### src/design/lsu_pkg.sv
package lsu_pkg;

    // data path width of the core
    parameter int XLEN = 64;

    // byte lanes in one data word
    parameter int XBYTES = XLEN / 8;

    // byte offset bits inside a word
    parameter int OFFSET_BITS = $clog2(XBYTES);

    // access size, encoded as log2 of the byte count
    typedef enum logic [1:0] {
        SIZE_B = 2'd0,
        SIZE_H = 2'd1,
        SIZE_W = 2'd2,
        SIZE_D = 2'd3
    } access_size_t;

    // load width codes
    localparam logic [2:0] F3_LB  = 3'b000;
    localparam logic [2:0] F3_LH  = 3'b001;
    localparam logic [2:0] F3_LW  = 3'b010;
    localparam logic [2:0] F3_LD  = 3'b011;
    localparam logic [2:0] F3_LBU = 3'b100;
    localparam logic [2:0] F3_LHU = 3'b101;
    localparam logic [2:0] F3_LWU = 3'b110;

    // store width codes
    // same low codes as the loads, bit 2 never set
    localparam logic [2:0] F3_SB  = 3'b000;
    localparam logic [2:0] F3_SH  = 3'b001;
    localparam logic [2:0] F3_SW  = 3'b010;
    localparam logic [2:0] F3_SD  = 3'b011;

endpackage

### src/design/lsu_result.sv
module lsu_result
    import lsu_pkg::*;
(
    input  logic [XLEN-1:0]           rword,
    input  access_size_t              size_q,
    input  logic                      unsigned_q,
    input  logic [OFFSET_BITS-1:0]    offset_q,
    output logic [XLEN-1:0]           rdata
);

    logic [XLEN-1:0] shifted;
    logic            sext;

    // addressed byte moves down to lane 0
    assign shifted = rword >> {offset_q, 3'b000};

    // signed loads copy the top kept bit
    assign sext = ~unsigned_q;

    // keep the access bytes, fill the rest
    always_comb begin
        case (size_q)
            SIZE_B: begin
                rdata = {{(XLEN-8){sext & shifted[7]}}, shifted[7:0]};
            end
            SIZE_H: begin
                rdata = {{(XLEN-16){sext & shifted[15]}}, shifted[15:0]};
            end
            SIZE_W: begin
                rdata = {{(XLEN-32){sext & shifted[31]}}, shifted[31:0]};
            end
            default: begin
                // full word, offset is always zero here
                rdata = shifted;
            end
        endcase
    end

endmodule

### config.mk
export PLATFORM = sky130hd
export DESIGN_NAME = lsu_result
export DESIGN_NICKNAME = d
export VERILOG_FILES = /design/src/design/lsu_pkg.sv /design/src/design/lsu_result.sv
export SDC_FILE = /design/constraint.sdc
export NUM_CORES = 1
export LEC_CHECK = 0
export ABC_AREA = 0
export BUFFER_PORTS_ARGS = -buffer_cell sky130_fd_sc_hd__buf_2
export CORE_UTILIZATION = 39
export DETAILED_ROUTE_END_ITERATION = 8
export GPL_TIMING_DRIVEN = 1
export PLACE_DENSITY_LB_ADDON = 0.08
export SYNTH_ARGS = -nofsm -noshare
export SYNTH_HDL_FRONTEND = slang
export SYNTH_SLANG_ARGS = --single-unit
### constraint.sdc
create_clock -name vclk -period 1.7
set_input_delay 0.085 -clock vclk [all_inputs]
set_output_delay 0.085 -clock vclk [all_outputs]
set_load 0.03 [all_outputs]
# ---- Yosys cells after proc, flatten, opt, wreduce, memory -nomap -nowiden
# Index checks and enable logic that the tools add are counted.
dict set report totals {
  word_cells 9
  inputBits 70
  output_inout_bits 64
  reg_bits 0
}
dict set report classes {
  bitwise_logic 4
  n_eq_ne 2
  n_shift 1
  n_reduce_logical 1
  n_mux 1
}
# cell n
set op_table {}
lappend op_table {{64-bit one-hot mux with 3 select lines} 1}
lappend op_table {{64-bit by 6-bit >> shifter with 64-bit output} 1}
lappend op_table {{1-bit AND} 3}
lappend op_table {{2-bit by 1-bit equality test with 1-bit output, second input constant} 1}
lappend op_table {{2-bit equality test, second input constant} 1}
lappend op_table {{2-bit logical NOT} 1}
lappend op_table {{1-bit inverter} 1}

# ---- Depth between registers and ports, before layout
dict set report logic_depth {
  depth_word 3
  ltp_mapped 7
  depth_no_buf 4
}

# ---- Worst setup path after synthesis
# OpenSTA, ideal clock, no wires.
dict set report synth_path {
  path_kind {input port to output port}
  startpoint {in offset_q[0]}
  endpoint {out rdata[10]}
  required_ps 1615
  n_path_buf 3
  path_slack_ps -12
  cell_stages 7
  arrival_ps 1627
  cell_sequence {buf_4 -> buf_6 -> nor2b_1 -> clkbuf_1 -> o2bb2ai_1 -> mux2i_1 -> o21ai_0}
}
dict set report synth_via {
  elab_chain_cells 3
}
# element line
set synth_lines {}
lappend synth_lines {{from (decl)} lsu_result.sv:7} ;# input logic [OFFSET_BITS-1:0] offset_q,
lappend synth_lines {{64-bit by 6-bit >> shifter with 64-bit output *} lsu_result.sv:15} ;# assign shifted = rword >> {offset_q, 3'b000};
lappend synth_lines {{1-bit AND} lsu_result.sv:24} ;# rdata = {{(XLEN-8){sext & shifted[7]}}, shifted[7:0]};
lappend synth_lines {{64-bit one-hot mux with 3 select lines *} lsu_result.sv:22} ;# case (size_q)
lappend synth_lines {{to (decl)} lsu_result.sv:8} ;# output logic [XLEN-1:0] rdata
# Every way passes the cells marked *; elsewhere a longest branch is shown, timed or not.

# ---- Final worst setup path
dict set report layout_path {
  startpoint {in offset_q[1]}
  endpoint {out rdata[48]}
}
dict set report layout_via {
  elab_chain_cells 3
  word_cells_on_any_way 5
  classes_between {1 x shift; 1 x mux; 3 x bitwise}
}
# element line
set layout_lines {}
lappend layout_lines {{64-bit by 6-bit >> shifter with 64-bit output *} lsu_result.sv:15}
lappend layout_lines {{1-bit AND, on equally long branches} {lsu_result.sv:30, lsu_result.sv:24, lsu_result.sv:27}}
lappend layout_lines {{64-bit one-hot mux with 3 select lines *} lsu_result.sv:22}
# Marked as above.

==> impl_metrics.yaml <==
finish:
  multi_input_area_um2: 2050
  antenna_cells: 0
  nClkBuffers: 0
  nNetsFinal: 470
  area_growth_pct: 42.1
  numSequentialCells: 0
  final_cell_mix: "129 x buf_2, 46 x mux2i_1, 37 x nand2_1"
  n_fill_cell: 538
  final-seq-area_um2: 0
  postLayoutCoreUtil: 0.583
  drive_gt1_frac: 0.538
  layout_commonest_cell: "buf_2"
setup_path:
  path_delay_family: "buffers and inverters"
  path_class: "in2out"
  cpPeakStageDelay_ns: 0.32
  cp_cell_sequence: "buf_6, mux2_4, a2bb2oi_2, nand4_1, buf_6, clkbuf_16, o2111ai_1, buf_2"
  slowest_stage: "mux2_4"
  end_kind: "primary output"
  arrival_ns: 1.55
  start_kind: "primary input"
  path_common_cell: "buf_6"
  cp_num_buf_inv: 4
  required_ns: 1.62
  cp_max_fo: 14
detailed_routing:
  drt_pass1_iterations: 5
  drt-total-wl_um: 9020
  ant_nets: 0
  vias: 2908
  wl_per_cell_um: 19.2
  post-route-drc-count: 0
  drt_iter0_markers: 184
  vias_per_cell: 6.19
sta:
  finalCriticalPeriod_ns: 1.64
  max_freq_ghz: 0.610
  holdWs_ns: 0.622
  worst_slew_pin_slew_ns: 0.839
  hold_violations: 0
  period_share: 0.964
  slew_headroom: 0.439
  slew_violations: 0
  setup_viol_count_final: 0
grt:
  grt_pass1_wl_um: 12800
  gr-total-overflow: 0
  antenna_found_initial: 0
  grt_pass1_vias: 2498
  grt_max_degree: 57
  grtUsageTotal: 0.253
logic_synthesis:
  synth_top_cell_by_area: "mux4_2"
  synth_top_area_frac: 0.245
  syn_inst: 264
  synth.distinct_cells: 32
  ys_seq_area_frac: 0
  syn-cell-area_um2: 2300
  yosysWarnings: 0
  yosys-top-cells-area: "mux4_2 24%, mux2i_1 20%, nand4_1 7.1%"
  syn-num-nets: 334
  synth.avg_cell_area_um2: 8.71
floorplanning:
  dieHeight_um: 78.8
  die_w_um: 78.8
  num_rows: 27
  dieArea_um2: 6210
  top_level_ports: 134
  start_util: 0.410
  coreArea_um2: 5610
power_and_ir_drop:
  p_leak_nw: 1.67
  finalPower_mw: 1.33
  ir_drop_mv: 0.194
  power_density_nw_per_um2: 408
placement:
  portBuffers: 134
  gp_routability_congestion: 0.818
  dp_hpwl_um: 6250
job:
  max-cap-violations: 0
min_path:
  hold_path_class: "in2out"
run_status:
  run_status: "finished clean"
==> path summary, 6_finish.rpt <==
| check | slack, ns | depth (start not counted) | from | end |
|---|---|---|---|---|
| worst max-delay path | 0.06 | 8 | offset_q[1] | rdata[48] |
| worst min-delay path | 0.62 | 4 | rword[57] | rdata[57] |
==> logic make-up after synthesis <==
kind of cell / count (synthesis) / synth area share
mux: 82 / 0.498
compound gates: 51 / 0.180
simple gates: 94 / 0.208
buf+inv: 37 / 0.113
==> metrics by stage <==
step | setup TNS, ns | setup WS [ns] | std cells | area [µm²]
after floorplan | 0 | 0.185 | 264 | 2300
after global placement | 0 | 0.0488 | 457 | 3070
after detailed placement | -0.0174 | -0.0125 | 457 | 3070
after CTS | -0.0350 | -0.0178 | 457 | 3070
after global routing | -0.0154 | -0.00779 | 470 | 3270
final | 0 | 0.0619 | 470 | 3270
==> cells in the mapped netlist (all sizes together) <==
library cell / number
nor3b: 2
buf: 34
nand2b: 4
a21oi: 2
o2bb2ai: 9
o2111ai: 16
clkbuf: 3
o211ai: 7
a2bb2oi: 1
nand2: 37
nor3: 1
and3: 1
mux4: 25
mux2i: 47
mux2: 10
and2b: 1
o21ai: 10
nand4bb: 1
a22oi: 6
and2: 2
nor2: 4
nor2b: 4
nand3: 11
nand4: 26
==> where the power goes <==
group / switching [mW] / leakage [nW] / internal (mW)
registers: 0 / 0 / 0
logic: 0.806 / 1.67 / 0.526
clock network: 0 / 0 / 0
==> metal layers <==
metal	wire length, µm	vias to the layer above	global-route usage	part of all wire
li1	-	1346	-	-
met1	3830	1400	0.370	0.42
met2	4360	150	0.411	0.48
met3	687	12	0.0138	0.076
met4	135	0	0.0444	0.015
met5	0	-	0	0
==> final cells by class <==
| class | count | share of cell area |
|---|---|---|
| multi-input combinational | 227 | 0.628 |
| timing repair buffer | 171 | 0.344 |
| tap | 72 | 0.0276 |
==> what timing repair did <==
item,CTS,global route
endpoints found under the hold margin,0,0
buffers inserted,0,9
resized for setup,0,12
pin swaps,0,1
gates cloned,0,4
hold buffers,0,0
endpoints found under the setup margin,4,54
Power figures use the tool's default switching activity.
