$ cat config.mk
export PLATFORM = sky130hd
export DESIGN_NAME = lsu_decode
export DESIGN_NICKNAME = d
export VERILOG_FILES = /design/src/design/lsu_pkg.sv /design/src/design/lsu_decode.sv
export SDC_FILE = /design/constraint.sdc
export NUM_CORES = 1
export LEC_CHECK = 0
export BUFFER_PORTS_ARGS = -buffer_cell sky130_fd_sc_hd__buf_4
export CAP_MARGIN = 20
export CORE_MARGIN = 2
export CORE_UTILIZATION = 35
export DETAILED_ROUTE_END_ITERATION = 8
export PLACE_DENSITY = 0.81
export SLEW_MARGIN = 40
export SYNTH_ARGS = -nofsm -noshare
export SYNTH_HDL_FRONTEND = slang
export SYNTH_SLANG_ARGS = --single-unit
export TNS_END_PERCENT = 20
$ cat constraint.sdc
create_clock -name vclk -period 1.5
set_clock_uncertainty 0.2 [all_clocks]
set_input_delay 0.225 -clock vclk [all_inputs]
set_output_delay 0.225 -clock vclk [all_outputs]
set_load 0.01 [all_outputs]
$ cat src/design/lsu_pkg.sv
package lsu_pkg;

    // data path width of the core
    parameter int XLEN = 64;

    // byte lanes in one data word
    parameter int XBYTES = XLEN / 8;

    // byte offset bits inside a word
    parameter int OFFSET_BITS = $clog2(XBYTES);

    // access size, encoded as log2 of the byte count
    typedef enum logic [1:0] {
        SIZE_B = 2'd0,
        SIZE_H = 2'd1,
        SIZE_W = 2'd2,
        SIZE_D = 2'd3
    } access_size_t;

    // load width codes
    localparam logic [2:0] F3_LB  = 3'b000;
    localparam logic [2:0] F3_LH  = 3'b001;
    localparam logic [2:0] F3_LW  = 3'b010;
    localparam logic [2:0] F3_LD  = 3'b011;
    localparam logic [2:0] F3_LBU = 3'b100;
    localparam logic [2:0] F3_LHU = 3'b101;
    localparam logic [2:0] F3_LWU = 3'b110;

    // store width codes
    // same low codes as the loads, bit 2 never set
    localparam logic [2:0] F3_SB  = 3'b000;
    localparam logic [2:0] F3_SH  = 3'b001;
    localparam logic [2:0] F3_SW  = 3'b010;
    localparam logic [2:0] F3_SD  = 3'b011;

endpackage

$ cat src/design/lsu_decode.sv
module lsu_decode
    import lsu_pkg::*;
#(
    parameter int ADDR_WIDTH = 8
) (
    input  logic                      we,
    input  logic [2:0]                funct3,
    input  logic [ADDR_WIDTH+2:0]     addr,
    input  logic [XLEN-1:0]           wdata,
    output access_size_t              size,
    output logic                      is_unsigned,
    output logic [OFFSET_BITS-1:0]    offset,
    output logic [ADDR_WIDTH-1:0]     word_index,
    output logic [XBYTES-1:0]         byte_mask,
    output logic [XLEN-1:0]           lane_wdata,
    output logic                      fault_now
);

    logic               illegal;
    logic               misaligned;
    logic [XBYTES-1:0]  size_mask;

    // byte address splits into word index and lane offset
    assign offset     = addr[OFFSET_BITS-1:0];
    assign word_index = addr[ADDR_WIDTH+2:OFFSET_BITS];

    // width code to size and sign
    always_comb begin
        size        = SIZE_B;
        is_unsigned = 1'b0;
        illegal     = 1'b0;
        if (we) begin
            case (funct3)
                F3_SB:   size = SIZE_B;
                F3_SH:   size = SIZE_H;
                F3_SW:   size = SIZE_W;
                F3_SD:   size = SIZE_D;
                // any code with bit 2 set
                default: illegal = 1'b1;
            endcase
        end else begin
            case (funct3)
                F3_LB:   size = SIZE_B;
                F3_LH:   size = SIZE_H;
                F3_LW:   size = SIZE_W;
                F3_LD:   size = SIZE_D;
                F3_LBU: begin
                    size        = SIZE_B;
                    is_unsigned = 1'b1;
                end
                F3_LHU: begin
                    size        = SIZE_H;
                    is_unsigned = 1'b1;
                end
                F3_LWU: begin
                    size        = SIZE_W;
                    is_unsigned = 1'b1;
                end
                // 111 has no load
                default: illegal = 1'b1;
            endcase
        end
    end

    // alignment check, mask and lane placement per size
    always_comb begin
        case (size)
            SIZE_B: begin
                misaligned = 1'b0;
                size_mask  = 8'h01;
                lane_wdata = {8{wdata[7:0]}};
            end
            SIZE_H: begin
                misaligned = offset[0];
                size_mask  = 8'h03;
                lane_wdata = {4{wdata[15:0]}};
            end
            SIZE_W: begin
                misaligned = |offset[1:0];
                size_mask  = 8'h0f;
                lane_wdata = {2{wdata[31:0]}};
            end
            default: begin
                misaligned = |offset;
                size_mask  = 8'hff;
                lane_wdata = wdata;
            end
        endcase
    end

    // mask lands on the addressed lanes
    assign byte_mask = size_mask << offset;

    // rejected request, ram suppresses it
    assign fault_now = illegal | misaligned;

endmodule

[Word-level counts from Yosys, hierarchy flattened]
Cells that the tools add are included.
Operators by class
  add/sub/neg operators: 0
  multiply operators: 0
  divide/modulo/power cells: 0
  $lt $le $gt $ge: 0
  equality and inequality tests: 8
  shifts and indexed selects: 1
  multiplexer cells: 11
  bitwise gates (word level): 1
  reductions and logical operators: 9
Operators with widths (count)
  $pmux 64 s3: 1
  $pmux 8 s3: 1
  $pmux 2 s3: 2
  $eq 3x3->1 const B: 3
  $shl 8x3->8: 1
  $reduce_or 7->1: 1
  $eq 3x2->1 const B: 2
  $reduce_or 2->1: 3
  $reduce_or 3->1: 2
  $mux 1: 5
  $reduce_or 4->1: 1
  $eq 3x1->1 const B: 1
  $logic_not 3->1: 1
  $pmux 1 s3: 1
  $eq 2x1->1 const B: 1
  $eq 2x2->1 const B: 1
  $logic_not 2->1: 1
  $mux 2: 1
  $or 1x1->1: 1
Storage, ports and cells
  bits in registers: 0
  latch bits: 0
  memory bits (writable): 0
  memory bits (read-only): 0
  input port bits: 79
  output and inout port bits: 87
  logic and storage cells: 30
  memories kept: 0

[Longest topological paths before layout]
Gate-level depths: netlist of the first run.
  depth in word-level cells: 7
  gate-level depth with buffers: 6
  gate-level depth less buffers: 4

[Least setup slack after synthesis of the first run]
No wires, ideal clock.
  kind: input to output
  start: input port we
  end: output port lane_wdata[54]
  data arrival time: 1.254 ns
  required time: 1.075 ns
  path slack: -0.179 ns
  stages: 6
  cell sequence: buf_4 -> a21boi_2 -> and2_4 -> buf_6 -> buf_6 -> a221o_1
On the way
  longest elaborated chain between the ends: 3
  elaborated cells between the ends (all ways): 5
  classes of those cells: eq/ne: 2; mux: 2; reduce/logical: 1
RTL lines
  from (decl): RTL line lsu_decode.sv:6  | input logic we,
  $mux 2 *: RTL line lsu_decode.sv:32  | if (we) begin
  $eq 2x2->1, or another cell as far along: RTL line lsu_decode.sv:67  | case (size)
  $pmux 64 s3 *: RTL line lsu_decode.sv:67
  to (decl): RTL line lsu_decode.sv:15  | output logic [XLEN-1:0] lane_wdata,
Mark *: on every way between the ends. The rest lies on a longest branch, timed or not.

[Final worst setup path of the first run]
  start: input port funct3[1]
  end: output port lane_wdata[56]
On the way
  longest elaborated chain between the ends: 6
  elaborated cells between the ends (all ways): 14
  classes of those cells: eq/ne: 7; mux: 4; reduce/logical: 3
RTL lines
  from (decl): RTL line lsu_decode.sv:7  | input logic [2:0] funct3,
  $eq 3x3->1, or another cell as far along: RTL line lsu_decode.sv:42  | case (funct3)
  $reduce_or 2->1 (no line)
  $pmux 2 s3: RTL line lsu_decode.sv:42
  $mux 2 *: RTL line lsu_decode.sv:32
  $eq 2x2->1, or another cell as far along: RTL line lsu_decode.sv:67
  $pmux 64 s3 *: RTL line lsu_decode.sv:67
Marks and branches as above.

==> reports/results.txt, run 1 <==
Post-Layout Inst Area: 3660 sq um
largest family of logic cells by synthesized area: compound AO/OA/AOI/OAI gates
DR vias/cell: 6.49
Storage cell area: 0 sq um
failing checks: negative setup slack
area share of xor/xnor cells in the synthesized design: 0.516%
syn_nets: 313
RSZ-0062 raised after global routing: yes
Post-DP Area: 3030 sq um
commonest non-fill, non-tap cells in the layout: buf_4 (145), buf_6 (48), a221o_1 (32), nand2_1 (25), a22o_1 (16)
Tmin final: 1.81 ns
setup ws final: -0.312 ns
Power, Total: 1530 uW
Finished Core Util: 77.9%
# diodes: 0
Final ANT Viol Nets: 0
worst setup path startpoint: funct3[1]
vias: 2965
GR Util All Layers: 31.7%
simple-gate area share of the yosys netlist: 23.1%
die area: 5420 sq um
most common cell after layout, fill and taps aside: buf_4
DR pass1 iterations: 7
pin count of the biggest net entering global routing: 17
DIE HEIGHT: 73.7 um
initial DRC count: 271
final hold viol count: 0
RePlAce Congestion: 0.934
share of post-route cells with drive strength above 1: 63.3%
Rows: 25
Post-Synthesis Cells: 234
Worst path max stage delay: 0.36 ns
area of the core: 4690 sq um
Pins Over Slew Limit: 0
Max Cap Viol: 0
multiplexer share of the synthesized area: 5.31%
synthesized cell area: 1700 sq um
Slew @ Worst Pin: 0.334 ns
Routed WL: 10.6 mm
Initial Utilization: 36.2%
DRC Markers: 0
Yosys cell types: 47
Final setup viols: 65
CP Max Fanout: 10
sequential cell count: 0
layout overhead on the synthesized area: 115%
Hold Crit Class: input pin to output pin
num ports: 166
slowest CP cell: a21boi_1
number of port buffers: 150
CP endpoint kind: output pin
hpwl dp: 6.08 mm
hold path start: addr[3]
VDD IR max: 0.000202 V
first-pass GRT wire length: 13.5 mm
die width: 73.7 um
cells along the critical path: buf_12, buf_12, nand3_4, a21boi_1, a221o_1, buf_6
Synth Area per Inst: 7.26 sq um
status: finished with violations
drt wl/cell: 23.1 um
Critical Path RT: 1.07 ns
grt total ovfl: 0
crit start category: input pin
period utilization: 121%
pwr dens: 417 nW/um^2
Rel. slew slack: 77.7%
critical path arrival: 1.39 ns
Synth Warn #: 0
Top delay family on crit path: compound AO/OA/AOI/OAI gates
sequential share of the synthesized area: 0%
Synth Area in Compound Gates: 52.5%
initial antenna violation count: 0
vias in the first global route: 2676
Post-Synth Adder-Cell Area: 0%
cts hold-fix bufs: 0
# clk buffers: 0
Buf+Inv Stages, Crit Path: 3
Fmax achieved: 552 MHz
setup TNS: -13.48 ns
Final nets: 484
CP most frequent cell: buf_12
Lkg Pwr: 0.00181 uW
hold slack final: 0.250 ns
CP Class: input pin to output pin
## through the flow
step	worst slack (ns)	instances
after global routing	-0.321	457
after detailed placement	-0.385	441
after floorplan	-0.0496	234
after CTS	-0.225	455
final	-0.312	457
after global placement	-0.342	441
## repair_timing
item                       in CTS  in global routing
setup endpoints to repair      66                 65
pin swaps                      30                 14
buffers inserted                8                  2
resized for setup              93                 23
gates cloned                    6                  0
## per-layer routing
| metal | track usage, % | wire length, um | vias to the layer above |
|---|---|---|---|
| met5 | 0 | 0 | - |
| li1 | - | - | 1248 |
| met4 | 13.5 | 587 | 0 |
| met1 | 40.3 | 3810 | 1372 |
| met2 | 53.0 | 5060 | 282 |
| met3 | 4.66 | 1120 | 63 |
## logic make-up after synthesis
logic type             after synthesis
XOR/XNOR                             1
AND/OR/NAND/NOR                     75
multiplexers                         8
buffers and inverters               46
AO/OA/AOI/OAI                      104
## worst paths after layout
check              to  slack [ns]  cells after the start
max    lane_wdata[56]       -0.31                      6
min     word_index[0]        0.25                      0
## area by class of cell
| cell class | count | area [sq um] |
|---|---|---|
| tap | 54 | 67.6 |
| inverter | 3 | 18.8 |
| multi-input combinational | 190 | 1620 |
| timing repair inverter | 1 | 16.3 |
| timing repair buffer | 209 | 1940 |
| fill | 280 | 1030 |
## report_power, final
| group | switching (uW) | internal, uW |
|---|---|---|
| registers | 0 | 0 |
| clock network | 0 | 0 |
| logic | 677 | 849 |
## Yosys cell counts, types with 5 or more instances
library cell | count | area share (%)
mux2_2 | 7 | 4.6
buf_4 | 24 | 11
nand2_1 | 27 | 6.0
buf_2 | 10 | 2.9
a21oi_1 | 12 | 3.5
buf_6 | 5 | 3.3
nor2b_1 | 9 | 3.3
nor2_1 | 19 | 4.2
a21boi_1 | 8 | 3.5
a22o_1 | 16 | 8.3
a221o_1 | 32 | 19
o21ai_0 | 6 | 1.8
and3b_1 | 5 | 2.6
No activity file was read; power rests on OpenSTA's default activity.
==> run 2, diff against run 1 <==
- RECOVER_POWER: not set -> 100
==> run 2 against run 1 <==
Effect of this change: the run still ends with negative setup slack left; sequential share of layout area stayed put; setup slack is essentially flat; final cell count is the same; flip-flop and latch count stayed put; total power fell by 0.69%; die area unchanged; design area shrank 0.72%; count of clock-buffer cells in the layout unchanged; first-iteration DRC count is 1.1% lower; critical path type unchanged; critical endpoint unchanged.
==> reports/results.txt, run 2 (synthesis results as in run 1) <==
Pins Over Slew Limit: 0 (unchanged)
# diodes: 0 (unchanged)
CP endpoint kind: output pin
Multi-input gate area: 1620 sq um (unchanged)
Final nets: 484 (unchanged)
Routed WL: 10.5 mm (-0.57%)
first-pass GRT wire length: 13.5 mm (unchanged)
Top Metal Used: met4
grt total ovfl: 0 (unchanged)
status: finished with violations
period utilization: 121% (about the same)
Tmin final: 1.81 ns (+0.000259 ns)
drt wl/cell: 23.0 um (-0.57%)
pwr dens: 417 nW/um^2 (about the same)
CP Class: input pin to output pin
Max Cap Viol: 0 (unchanged)
Initial Utilization: 36.2% (unchanged)
pin count of the biggest net entering global routing: 17 (unchanged)
crit start category: input pin
# clk buffers: 0 (unchanged)
setup TNS: -13.76 ns (-0.283 ns)
VDD IR max: 0.000201 V (-0.28%)
initial DRC count: 268 (-1.1%)
DIE HEIGHT: 73.7 um (unchanged)
critical path arrival: 1.39 ns (about the same)
share of post-route cells with drive strength above 1: 61.5% (-1.7 points)
RePlAce Congestion: 0.934 (unchanged)
final hold viol count: 0 (unchanged)
Lkg Pwr: 0.00178 uW (-1.4%)
Hold Crit Class: input pin to output pin
DR vias/cell: 6.48 (about the same)
Routed met2 length: 5.00 mm (-1.1%)
initial antenna violation count: 0 (unchanged)
num ports: 166 (unchanged)
Place WS: -0.385 ns (unchanged)
vias: 2963 (-0.067%)
Final ANT Viol Nets: 0 (unchanged)
area of the core: 4690 sq um (unchanged)
DR pass1 iterations: 5 (-2)
# fillers: 288 (+2.9%)
met1 WL: 3.83 mm (+0.60%)
Final setup viols: 65 (unchanged)
Storage cell area: 0 sq um (unchanged)
Critical Path RT: 1.07 ns (about the same)
CP Max Fanout: 10 (unchanged)
vias in the first global route: 2676 (unchanged)
Post-Layout Inst Area: 3630 sq um (-0.72%)
non-filler cells, final: 457 (unchanged)
GR Util All Layers: 31.7% (unchanged)
Post-DP Area: 3030 sq um (unchanged)
number of port buffers: 150 (unchanged)
layout overhead on the synthesized area: 114%
Fmax achieved: 552 MHz (about the same)
RSZ-0062 raised after global routing: yes
failing checks: negative setup slack
Hold Crit Depth: 0 (unchanged)
hpwl dp: 6.08 mm (unchanged)
sequential cell count: 0 (unchanged)
Rel. slew slack: 65.5% (-12 points)
worst hold endpoint: word_index[0]
Rows: 25 (unchanged)
die area: 5420 sq um (unchanged)
hold path start: addr[3]
Finished Core Util: 77.4% (-0.56 points)
Inst Count DP: 441 (unchanged)
DRC Markers: 0 (unchanged)
Slew @ Worst Pin: 0.517 ns (+0.184 ns)
commonest non-fill, non-tap cells in the layout: buf_4 (138), buf_6 (48), a221o_1 (32), nand2_1 (25), a22o_1 (16)
most common cell after layout, fill and taps aside: buf_4
die width: 73.7 um (unchanged)
setup ws final: -0.312 ns (-0.000259 ns)
metal3 WL: 1.07 mm (-4.9%)
-- run 2: cell types whose count changed in the layout (fill, tap and decap cells not counted) --
| cell | previous run | this run |
|---|---|---|
| buf_4 | 145 | 138 |
| clkbuf_1 | 0 | 7 |
-- run 2: where the power goes --
group / total [uW] / switching [uW] / internal, uW
clock network: 0 / 0 / 0
logic: 1520 / 675 / 840
registers: 0 / 0 / 0
-- run 2: routing by layer --
metal / vias to the layer above / GRT usage (%)
met2: 295 / 53.0
li1: 1247 / -
met1: 1351 / 40.3
met3: 70 / 4.66
met4: 0 / 13.5
met5: - / 0
-- run 2: critical path: stages --
cell and delay [ns]:
buf_12 0.11, buf_12 0.12, nand3_4 0.22, a21boi_1 0.36
a221o_1 0.22, buf_6 0.12
-- run 2: final cells by class --
cell class                 instances  area share, %
timing repair buffer             209           52.6
multi-input combinational        190           44.6
tap                               54           1.86
inverter                           3          0.517
timing repair inverter             1          0.448
-- run 2: repair_timing --
action,4_1_cts,5_1_grt
pin swaps,30,14
cloned,6,0
setup endpoints to repair,66,65
hold buffers,0,0
setup buffers,8,2
gates resized for setup,93,23
-- run 2: how the worst max path moves through the flow --
stage / start / endpoint / slack [ns] / cells past startpoint
3_5_place_dp: funct3[2] / lane_wdata[24] / -0.39 / 5
4_1_cts: funct3[1] / lane_wdata[56] / -0.23 / 6
3_3_place_gp: funct3[2] / lane_wdata[40] / -0.34 / 5
5_1_grt: funct3[1] / lane_wdata[24] / -0.32 / 6
6_report: funct3[1] / lane_wdata[56] / -0.31 / 6
2_1_floorplan: funct3[1] / lane_wdata[56] / -0.05 / 5
-- run 2: metrics by stage --
step / hold WS [ns] / power (uW)
floorplan: 0.342 / 608
detailed placement: 0.250 / 1200
finish: 0.250 / 1520
CTS: 0.250 / 1410
global route: 0.250 / 1580
global placement: 0.250 / 1190
